### config.mk
export PLATFORM = sky130hd
export DESIGN_NAME = lcd_top
export DESIGN_NICKNAME = d
export VERILOG_FILES = /design/src/hdl/lcd_pkg.sv /design/src/hdl/lcd_axil_regs.sv /design/src/hdl/lcd_cmd_fifo.sv /design/src/hdl/lcd_init_seq.sv /design/src/hdl/lcd_strobe.sv /design/src/hdl/lcd_top.sv
export SDC_FILE = /design/constraint.sdc
export NUM_CORES = 1
export LEC_CHECK = 0
export ABC_CLOCK_PERIOD_IN_PS = 4750
export BUFFER_PORTS_ARGS = -buffer_cell sky130_fd_sc_hd__buf_2
export CAP_MARGIN = 20
export CORE_MARGIN = 2
export CORE_UTILIZATION = 44
export DETAILED_ROUTE_END_ITERATION = 10
export GPL_ROUTABILITY_DRIVEN = 0
export PLACE_DENSITY = 0.6
export SYNTH_ARGS = -nofsm -noshare
export SYNTH_HDL_FRONTEND = slang
export SYNTH_SLANG_ARGS = --single-unit
### constraint.sdc
create_clock -name clk -period 4.75 [get_ports clk]
set_input_delay 0.475 -clock clk [delete_from_list [all_inputs] [get_ports clk]]
set_output_delay 0.475 -clock clk [all_outputs]
set_load 0.05 [all_outputs]
### src/hdl/lcd_pkg.sv
package lcd_pkg;

	typedef logic [9:0] lcd_word_t;     // {rs, rw, data[7:0]}
	typedef logic [6:0] lcd_cfg_t;      // N F D C B I/D S
	typedef logic [3:0] axil_addr_t;    // byte offset inside the block
	typedef logic [31:0] axil_data_t;
	typedef logic [1:0] axil_resp_t;
	typedef logic [7:0] wait_us_t;      // strobe length in us
	typedef logic [2:0] fifo_count_t;   // occupancy, fits status bits 4:2

	localparam axil_addr_t ADDR_CONFIG = 4'h0;
	localparam axil_addr_t ADDR_CMD = 4'h4;
	localparam axil_addr_t ADDR_STATUS = 4'h8;
	localparam axil_addr_t ADDR_CTRL = 4'hC;

	localparam axil_resp_t RESP_OKAY = 2'b00;
	localparam axil_resp_t RESP_SLVERR = 2'b10;

	localparam lcd_cfg_t CFG_RESET = 7'h3C;

	typedef enum logic [2:0] {
		POWER_UP,
		INIT_ISSUE,
		INIT_WAIT,
		READY,
		CMD_WAIT
	} seq_state_t;

	typedef enum logic [1:0] {IDLE, SETUP, E_HIGH, HOLD} strobe_state_t;

endpackage

### src/hdl/lcd_axil_regs.sv
`timescale 1ns/1ps

module lcd_axil_regs
	import lcd_pkg::*;
(
	input  logic        clk,
	input  logic        rst,
	input  axil_addr_t  awaddr,
	input  logic        awvalid,
	output logic        awready,
	input  axil_data_t  wdata,
	input  logic        wvalid,
	output logic        wready,
	output axil_resp_t  bresp,
	output logic        bvalid,
	input  logic        bready,
	input  axil_addr_t  araddr,
	input  logic        arvalid,
	output logic        arready,
	output axil_data_t  rdata,
	output axil_resp_t  rresp,
	output logic        rvalid,
	input  logic        rready,
	input  logic        fifo_full,
	input  fifo_count_t fifo_count,
	input  logic        busy,
	input  logic        init_done,
	output lcd_cfg_t    cfg,
	output logic        push,
	output lcd_word_t   push_word,
	output logic        reinit
);

	logic aw_held;       // write address captured
	logic w_held;        // write data captured
	axil_addr_t aw_addr_q;
	axil_data_t w_data_q;
	logic wr_go;
	axil_data_t status_word;

	// no new write is taken while a response is pending
	assign awready = ~aw_held & ~bvalid;
	assign wready = ~w_held & ~bvalid;
	assign arready = ~rvalid;
	assign wr_go = aw_held & w_held;
	assign push_word = w_data_q[9:0];   // still stable in the push cycle
	assign status_word = {26'd0, fifo_full, fifo_count, init_done, busy};

	always_ff @(posedge clk) begin
		if (rst) begin
			aw_held <= 1'b0;
			w_held <= 1'b0;
		end else begin
			if (awvalid && awready)
				aw_held <= 1'b1;
			else if (wr_go)
				aw_held <= 1'b0;
			if (wvalid && wready)
				w_held <= 1'b1;
			else if (wr_go)
				w_held <= 1'b0;
		end
	end

	always_ff @(posedge clk) begin
		if (awvalid && awready)
			aw_addr_q <= awaddr;
		if (wvalid && wready)
			w_data_q <= wdata;
	end

	// write decode, push and reinit are single-cycle pulses
	always_ff @(posedge clk) begin
		push <= 1'b0;
		reinit <= 1'b0;
		if (rst) begin
			bvalid <= 1'b0;
			bresp <= RESP_OKAY;
			cfg <= CFG_RESET;
		end else begin
			if (bvalid && bready)
				bvalid <= 1'b0;
			if (wr_go) begin
				bvalid <= 1'b1;
				bresp <= RESP_OKAY;
				case (aw_addr_q)
					ADDR_CONFIG: cfg <= w_data_q[6:0];
					ADDR_CMD: begin
						if (fifo_full)
							bresp <= RESP_SLVERR;   // queue full, word dropped
						else
							push <= 1'b1;
					end
					ADDR_STATUS: begin
						// status is read only, write ignored
					end
					ADDR_CTRL: reinit <= w_data_q[0];
					default: bresp <= RESP_SLVERR;
				endcase
			end
		end
	end

	always_ff @(posedge clk) begin
		if (rst)
			rvalid <= 1'b0;
		else if (arvalid && arready)
			rvalid <= 1'b1;
		else if (rready)
			rvalid <= 1'b0;
	end

	// read data sampled on address accept
	always_ff @(posedge clk) begin
		if (arvalid && arready) begin
			rresp <= RESP_OKAY;
			case (araddr)
				ADDR_CONFIG: rdata <= {25'd0, cfg};
				ADDR_STATUS: rdata <= status_word;
				ADDR_CMD, ADDR_CTRL: rdata <= '0;
				default: begin
					rdata <= '0;
					rresp <= RESP_SLVERR;
				end
			endcase
		end
	end

endmodule

### src/hdl/lcd_cmd_fifo.sv
`timescale 1ns/1ps

module lcd_cmd_fifo
	import lcd_pkg::*;
#(
	parameter int fifo_depth = 4
) (
	input  logic        clk,
	input  logic        rst,
	input  logic        push,
	input  lcd_word_t   push_word,
	input  logic        pop,
	output lcd_word_t   head,
	output logic        empty,
	output logic        full,
	output fifo_count_t count
);

	localparam int PW = (fifo_depth > 1) ? $clog2(fifo_depth) : 1;
	localparam logic [PW-1:0] LAST = PW'(fifo_depth - 1);

	lcd_word_t mem [fifo_depth];
	logic [PW-1:0] wr_ptr;
	logic [PW-1:0] rd_ptr;

	assign head = mem[rd_ptr];   // show-ahead
	assign empty = (count == '0);
	assign full = (count == fifo_count_t'(fifo_depth));

	always_ff @(posedge clk) begin
		if (push)
			mem[wr_ptr] <= push_word;
	end

	always_ff @(posedge clk) begin
		if (rst) begin
			wr_ptr <= '0;
			rd_ptr <= '0;
			count <= '0;
		end else begin
			if (push)
				wr_ptr <= (wr_ptr == LAST) ? '0 : wr_ptr + 1'b1;
			if (pop)
				rd_ptr <= (rd_ptr == LAST) ? '0 : rd_ptr + 1'b1;
			case ({push, pop})
				2'b10: count <= count + 1'b1;
				2'b01: count <= count - 1'b1;
				default: count <= count;   // both or neither
			endcase
		end
	end

endmodule

### src/hdl/lcd_init_seq.sv
`timescale 1ns/1ps

module lcd_init_seq
	import lcd_pkg::*;
#(
	parameter int clk_mhz = 35
) (
	input  logic      clk,
	input  logic      rst,
	input  lcd_cfg_t  cfg,
	input  logic      reinit,
	input  logic      empty,
	input  lcd_word_t head,
	input  logic      ready,
	input  logic      done,
	output logic      pop,
	output logic      start,
	output lcd_word_t word,
	output wait_us_t  wait_us,
	output logic      busy,
	output logic      init_done
);

	localparam int PU_CYCLES = 500 * clk_mhz;   // 500 us power-up wait
	localparam int PW = $clog2(PU_CYCLES);
	localparam wait_us_t CMD_HOLD = 8'd50;

	seq_state_t state;
	logic [PW-1:0] pu_cnt;
	logic [1:0] step;        // init command index
	lcd_word_t init_word;
	wait_us_t init_hold;
	logic issue_init;
	logic issue_cmd;

	// init commands built from the live config
	always_comb begin
		case (step)
			2'd0: begin
				init_word = {2'b00, 4'b0011, cfg[6], cfg[5], 2'b00};   // function set
				init_hold = 8'd50;
			end
			2'd1: begin
				init_word = {2'b00, 5'b00001, cfg[4:2]};   // display on/off
				init_hold = 8'd50;
			end
			2'd2: begin
				init_word = 10'h001;   // clear
				init_hold = 8'd200;
			end
			default: begin
				init_word = {2'b00, 6'b000001, cfg[1:0]};   // entry mode
				init_hold = 8'd100;
			end
		endcase
	end

	// start goes out in the cycle the strobe is free
	assign issue_init = (state == INIT_ISSUE) && ready && !reinit;
	assign issue_cmd = (state == READY) && !empty && ready && !reinit;
	assign start = issue_init | issue_cmd;
	assign pop = issue_cmd;
	assign word = issue_cmd ? head : init_word;
	assign wait_us = issue_cmd ? CMD_HOLD : init_hold;
	assign busy = !((state == READY) && empty);

	always_ff @(posedge clk) begin
		if (rst || reinit) begin
			state <= POWER_UP;
			pu_cnt <= '0;
			step <= 2'd0;
			init_done <= 1'b0;
		end else begin
			case (state)
				POWER_UP: begin
					if (pu_cnt == PW'(PU_CYCLES - 1)) begin
						pu_cnt <= '0;
						state <= INIT_ISSUE;
					end else begin
						pu_cnt <= pu_cnt + 1'b1;
					end
				end
				INIT_ISSUE: begin
					if (issue_init)
						state <= INIT_WAIT;
				end
				INIT_WAIT: begin
					if (done) begin
						if (step == 2'd3) begin   // entry mode was last
							init_done <= 1'b1;
							state <= READY;
						end else begin
							step <= step + 1'b1;
							state <= INIT_ISSUE;
						end
					end
				end
				READY: begin
					if (issue_cmd)
						state <= CMD_WAIT;
				end
				CMD_WAIT: begin
					if (done)
						state <= READY;
				end
				default: state <= POWER_UP;
			endcase
		end
	end

endmodule

### src/hdl/lcd_strobe.sv
`timescale 1ns/1ps

module lcd_strobe
	import lcd_pkg::*;
#(
	parameter int clk_mhz = 35
) (
	input  logic       clk,
	input  logic       rst,
	input  logic       start,
	input  lcd_word_t  word,
	input  wait_us_t   wait_us,
	input  logic       abort,
	output logic       ready,
	output logic       done,
	output logic       e,
	output logic       rs,
	output logic       rw,
	output logic [7:0] lcd_data
);

	localparam int CW = $clog2(256 * clk_mhz);
	localparam logic [CW-1:0] SETUP_END = CW'(clk_mhz);      // 1 us setup
	localparam logic [CW-1:0] E_END = CW'(14 * clk_mhz);     // plus 13 us enable

	strobe_state_t state;
	logic [CW-1:0] cnt;     // cycles since start
	logic [CW-1:0] limit;   // total strobe length

	assign ready = (state == IDLE);

	always_ff @(posedge clk) begin
		done <= 1'b0;
		if (rst || abort) begin
			state <= IDLE;
			cnt <= '0;
			limit <= '0;
			e <= 1'b0;
			rs <= 1'b0;
			rw <= 1'b0;
			lcd_data <= '0;
		end else begin
			case (state)
				IDLE: begin
					if (start) begin
						state <= SETUP;
						cnt <= CW'(1);
						limit <= CW'(wait_us * clk_mhz);
						rs <= word[9];
						rw <= word[8];
						lcd_data <= word[7:0];
					end
				end
				SETUP: begin
					cnt <= cnt + 1'b1;
					if (cnt == SETUP_END) begin
						e <= 1'b1;
						state <= E_HIGH;
					end
				end
				E_HIGH: begin
					cnt <= cnt + 1'b1;
					if (cnt == E_END) begin
						e <= 1'b0;   // LCD latches on this edge
						state <= HOLD;
					end
				end
				HOLD: begin
					cnt <= cnt + 1'b1;
					if (cnt == limit) begin
						done <= 1'b1;
						rs <= 1'b0;
						rw <= 1'b0;
						lcd_data <= '0;
						state <= IDLE;
					end
				end
				default: state <= IDLE;
			endcase
		end
	end

endmodule

### src/hdl/lcd_top.sv
`timescale 1ns/1ps

module lcd_top
	import lcd_pkg::*;
#(
	parameter int clk_mhz = 35,
	parameter int fifo_depth = 4
) (
	input  logic       clk,
	input  logic       rst,
	input  axil_addr_t awaddr,
	input  logic       awvalid,
	output logic       awready,
	input  axil_data_t wdata,
	input  logic       wvalid,
	output logic       wready,
	output axil_resp_t bresp,
	output logic       bvalid,
	input  logic       bready,
	input  axil_addr_t araddr,
	input  logic       arvalid,
	output logic       arready,
	output axil_data_t rdata,
	output axil_resp_t rresp,
	output logic       rvalid,
	input  logic       rready,
	output logic       e,
	output logic       rs,
	output logic       rw,
	output logic [7:0] lcd_data
);

	lcd_cfg_t cfg;
	logic push;
	lcd_word_t push_word;
	logic reinit;
	logic pop;
	lcd_word_t head;
	logic empty;
	logic full;
	fifo_count_t count;
	logic busy;
	logic init_done;
	logic start;
	lcd_word_t word;
	wait_us_t wait_us;
	logic ready;
	logic done;

	lcd_axil_regs regs_i (
		.clk(clk), .rst(rst),
		.awaddr(awaddr), .awvalid(awvalid), .awready(awready),
		.wdata(wdata), .wvalid(wvalid), .wready(wready),
		.bresp(bresp), .bvalid(bvalid), .bready(bready),
		.araddr(araddr), .arvalid(arvalid), .arready(arready),
		.rdata(rdata), .rresp(rresp), .rvalid(rvalid), .rready(rready),
		.fifo_full(full), .fifo_count(count), .busy(busy), .init_done(init_done),
		.cfg(cfg), .push(push), .push_word(push_word), .reinit(reinit)
	);

	lcd_cmd_fifo #(.fifo_depth(fifo_depth)) fifo_i (
		.clk(clk), .rst(rst), .push(push), .push_word(push_word), .pop(pop),
		.head(head), .empty(empty), .full(full), .count(count)
	);

	lcd_init_seq #(.clk_mhz(clk_mhz)) seq_i (
		.clk(clk), .rst(rst), .cfg(cfg), .reinit(reinit),
		.empty(empty), .head(head), .ready(ready), .done(done),
		.pop(pop), .start(start), .word(word), .wait_us(wait_us),
		.busy(busy), .init_done(init_done)
	);

	lcd_strobe #(.clk_mhz(clk_mhz)) strobe_i (
		.clk(clk), .rst(rst), .start(start), .word(word), .wait_us(wait_us),
		.abort(reinit), .ready(ready), .done(done),
		.e(e), .rs(rs), .rw(rw), .lcd_data(lcd_data)
	);

endmodule

==> results.yml <==
status:
  run_status: "finished, final reports clean"
place:
  placed_cell_area_um2: 7500
  place_ws_ns: 0.449
  portBuffers: 49
  hpwl_mm: 10.3
floorplan:
  start_util: 0.451
  die_h_um: 132
  rows: 46
  coreArea_um2: 15900
  ioPinCount: 99
  die_w_um: 132
  die-area_um2: 17300
synthesis:
  ys_async_sr_fraction: 0
  synth_top_family_by_area: "simple AND/OR/NAND/NOR gates"
  synth_enable_flop_cells: 62
  synth.distinct_cells: 59
  yosys_warnings: 0
  synth-compound-area-share: 0.112
  ys_seq_area_frac: 0.497
  mappedNetlistArea_um2: 7170
  ys_ff_latch: 147
  synth_xor_area_frac: 0.0293
  synthMuxAreaShare: 0.0524
  synthCells: 692
  avgSynthCellArea_um2: 10.4
  synthAdderAreaFrac: 0.0775
  synthSimpleGateAreaFrac: 0.168
  synth_ff_type: "dfxtp_1"
worst_setup_path:
  r2r_setup_slack_ns: 0.55
  rr_worst_depth: 17
  end_kind: "register"
  required_ns: 5.06
  slowest_stage: "fa_1"
  r2r-start: "strobe_i.state[0]"
  crit_path_cell_trace: "inv_1 > ha_1 > nor2b_2 > nand4_1 > buf_4 > o21ai_0 > ha_1 > ha_1 > ha_1 > inv_1 > fa_1 > nor2b_1 > o21ai_0 > a21boi_1 > nor4b_1 > a311oi_1 > o41ai_1"
  worstSetupStartpoint: "strobe_i.state[0]"
  r2r-end: "strobe_i.limit[12]"
  crit_end: "strobe_i.limit[12]"
  setup.worst_path.start_class: "register"
  cp_slowest_stage_delay_ns: 0.37
  timing.critical_path.fanout_max: 5
  critical_path_arrival_ns: 4.51
  crit_path_frequent_cell: "ha_1"
  path_class: "register to register"
cells_and_area:
  multi_input_area_um2: 3260
  antenna_cells_inserted: 0
  nets: 824
  fillers: 1460
  drive_above_1_share: 0.159
  ff_latch_area_um2: 3560
  final_cell_area_um2: 8080
  synthToLayoutAreaGrowth_pct: 12.7
worst_hold_path:
  min_path_type: "input port to register"
sta:
  whs_ns: 0.219
  worst_pin_slew_ns: 0.878
  tns_ns: 0
  finalSetupViolations: 0
  skew_ns: 0.0139
  slew_viol_final: 0
  slew_headroom: 0.413
  rsz0062_at_grt: "no"
  fin_crit_sh: 0.885
  finalHoldViolations: 0
  max_freq_mhz: 238
  finalWorstSetupSlack_ns: 0.547
  fin_crit_ns: 4.20
clock_network:
  h-tree-depth: 4
  clk_pin_slew_worst_paths_ns: 0.07
  cts_sinks: 147
  cts_hold_buf: 0
  cts_tree: "done"
  clock_path_buffers: 2
  clock_latency_ns: 0.43
  cts_root_buf: "clkbuf_16"
  cts_inserted_buffers: 17
power:
  p_leak_nw: 3.21
  ir_worst_vdd_v: 0.000331
  p_total_mw: 2.99
  pwr_density_cell_nw_per_um2: 370
global_route:
  grt_pass1_wl_mm: 23.8
  gr-total-overflow: 0
  track_usage: 0.170
  antenna_found_initial: 0
  grt_pass1_vias: 4904
  grt_max_degree: 42
route:
  vias_per_cell: 5.28
  wl_per_cell_um: 14.7
  drtAntennaViolNets: 0
  drc: 0
  wirelength_mm: 14.2
  drt-initial-drc-count: 273
  num_vias: 5092
  drtPass1Iterations: 5
job:
  drv_cap: 0
==> cell usage after synthesis (13+ instances only) <==
| library cell | instances | area (um2) |
|---|---|---|
| a21oi_1 | 44 | 220 |
| and3_1 | 13 | 81.3 |
| buf_4 | 28 | 210 |
| clkbuf_1 | 18 | 67.6 |
| dfxtp_1 | 85 | 1700 |
| edfxtp_1 | 62 | 1860 |
| ha_1 | 38 | 475 |
| inv_1 | 34 | 128 |
| mux2i_1 | 15 | 150 |
| nand2_1 | 48 | 180 |
| nor2_1 | 72 | 270 |
| nor4_1 | 14 | 87.6 |
| o21ai_0 | 32 | 160 |
| or3_1 | 15 | 93.8 |
| xor2_1 | 20 | 175 |
==> kinds of logic (layout without fill, tap and decap cells) <==
family                     Yosys count  after routing
AOI/OAI and AO/OA                  125            125
and+or+nand+nor                    237            237
xor gates and xnor gates            24             24
buffers and inverters               91            121
other                                1             27
muxes                               25             25
adders and majority gates           42             42
DFF                                147            147
==> power by group <==
part	internal (mW)	leakage [nW]	switching (mW)
combinational	0.0835	1.67	0.221
sequential	1.35	1.26	0.0380
clock	0.699	0.283	0.591
==> worst max-delay path, delay by kind of cell (launching register included) <==
family                   cells  cell delay (ns)
AO/OA/AOI/OAI                5             0.89
adder cells (fa/ha/maj)      5             1.48
buffers and inverters        3             0.43
flip-flops                   1             0.34
AND/OR/NAND/NOR              4             0.95
==> cells in the final DEF (no fill, tap or decap), drive strengths merged, types with 4 or more instances in the layout <==
cell and count:
a211o 5, a211oi 6, a21oi 44, a311oi 4
a31o 10, a31oi 5, and2 6, and3 13
buf 55, clkbuf 18, clkinv 4, conb 27
dfxtp 85, edfxtp 62, fa 4, ha 38
inv 44, mux2i 15, mux4 10, nand2 48
nand2b 6, nand3 12, nand4 9, nor2 72
nor2b 12, nor3 12, nor4 14, o211ai 4
o21ai 32, or3 15, xnor2 4, xor2 20
==> stage by stage <==
| stage | std cells | util |
|---|---|---|
| after floorplan | 718 | - |
| after global placement | 932 | 0.472 |
| after detailed placement | 932 | 0.472 |
| after CTS | 964 | 0.508 |
| after global routing | 964 | 0.508 |
| final | 964 | 0.508 |
==> flip-flops by register name, indices dropped and copies added (netlist names), 2 cells and up, named ones only <==
name / cells
fifo_i.count: 3
fifo_i.mem: 40
fifo_i.rd_ptr: 2
fifo_i.wr_ptr: 2
regs_i.aw_addr_q: 4
regs_i.cfg: 7
regs_i.rdata: 7
regs_i.w_data_q: 10
seq_i.pu_cnt: 15
seq_i.state: 3
seq_i.step: 2
strobe_i.cnt: 14
strobe_i.lcd_data: 8
strobe_i.limit: 13
strobe_i.state: 2
==> metal layers <==
metal	share of wire	track usage	vias up
met5	0	0	-
met4	0.022	0.0749	0
met3	0.034	0.0336	21
met2	0.51	0.297	108
met1	0.44	0.205	2435
li1	-	-	2528
==> timing repair <==
item / CTS / global route
buffers inserted: 0 / 0
endpoints found under the setup margin: 0 / 2
gates resized for setup: 0 / 4
endpoints found under the hold margin: 0 / 0
==> how the worst min path moves through the flow <==
stage | startpoint | end | slack [ns] | cells after the start
detailed placement | strobe_i.limit[11] | strobe_i.limit[11] | 0.46 | 2
global route | wdata[7] | regs_i.w_data_q[7] | 0.20 | 1
CTS | wdata[3] | regs_i.w_data_q[3] | 0.20 | 1
finish | wdata[2] | regs_i.w_data_q[2] | 0.22 | 1
floorplan | seq_i.init_done | seq_i.init_done | 0.44 | 2
global placement | strobe_i.limit[11] | strobe_i.limit[11] | 0.46 | 2
==> final cells by class <==
| class | count | share of cell area |
|---|---|---|
| timing repair buffer | 55 | 0.0359 |
| inverter | 34 | 0.0158 |
| multi-input combinational | 480 | 0.403 |
| sequential | 147 | 0.441 |
| tap | 216 | 0.0335 |
| clock buffer | 18 | 0.0531 |
| clock inverter | 14 | 0.0172 |
(Power assumes the default switching activity.)
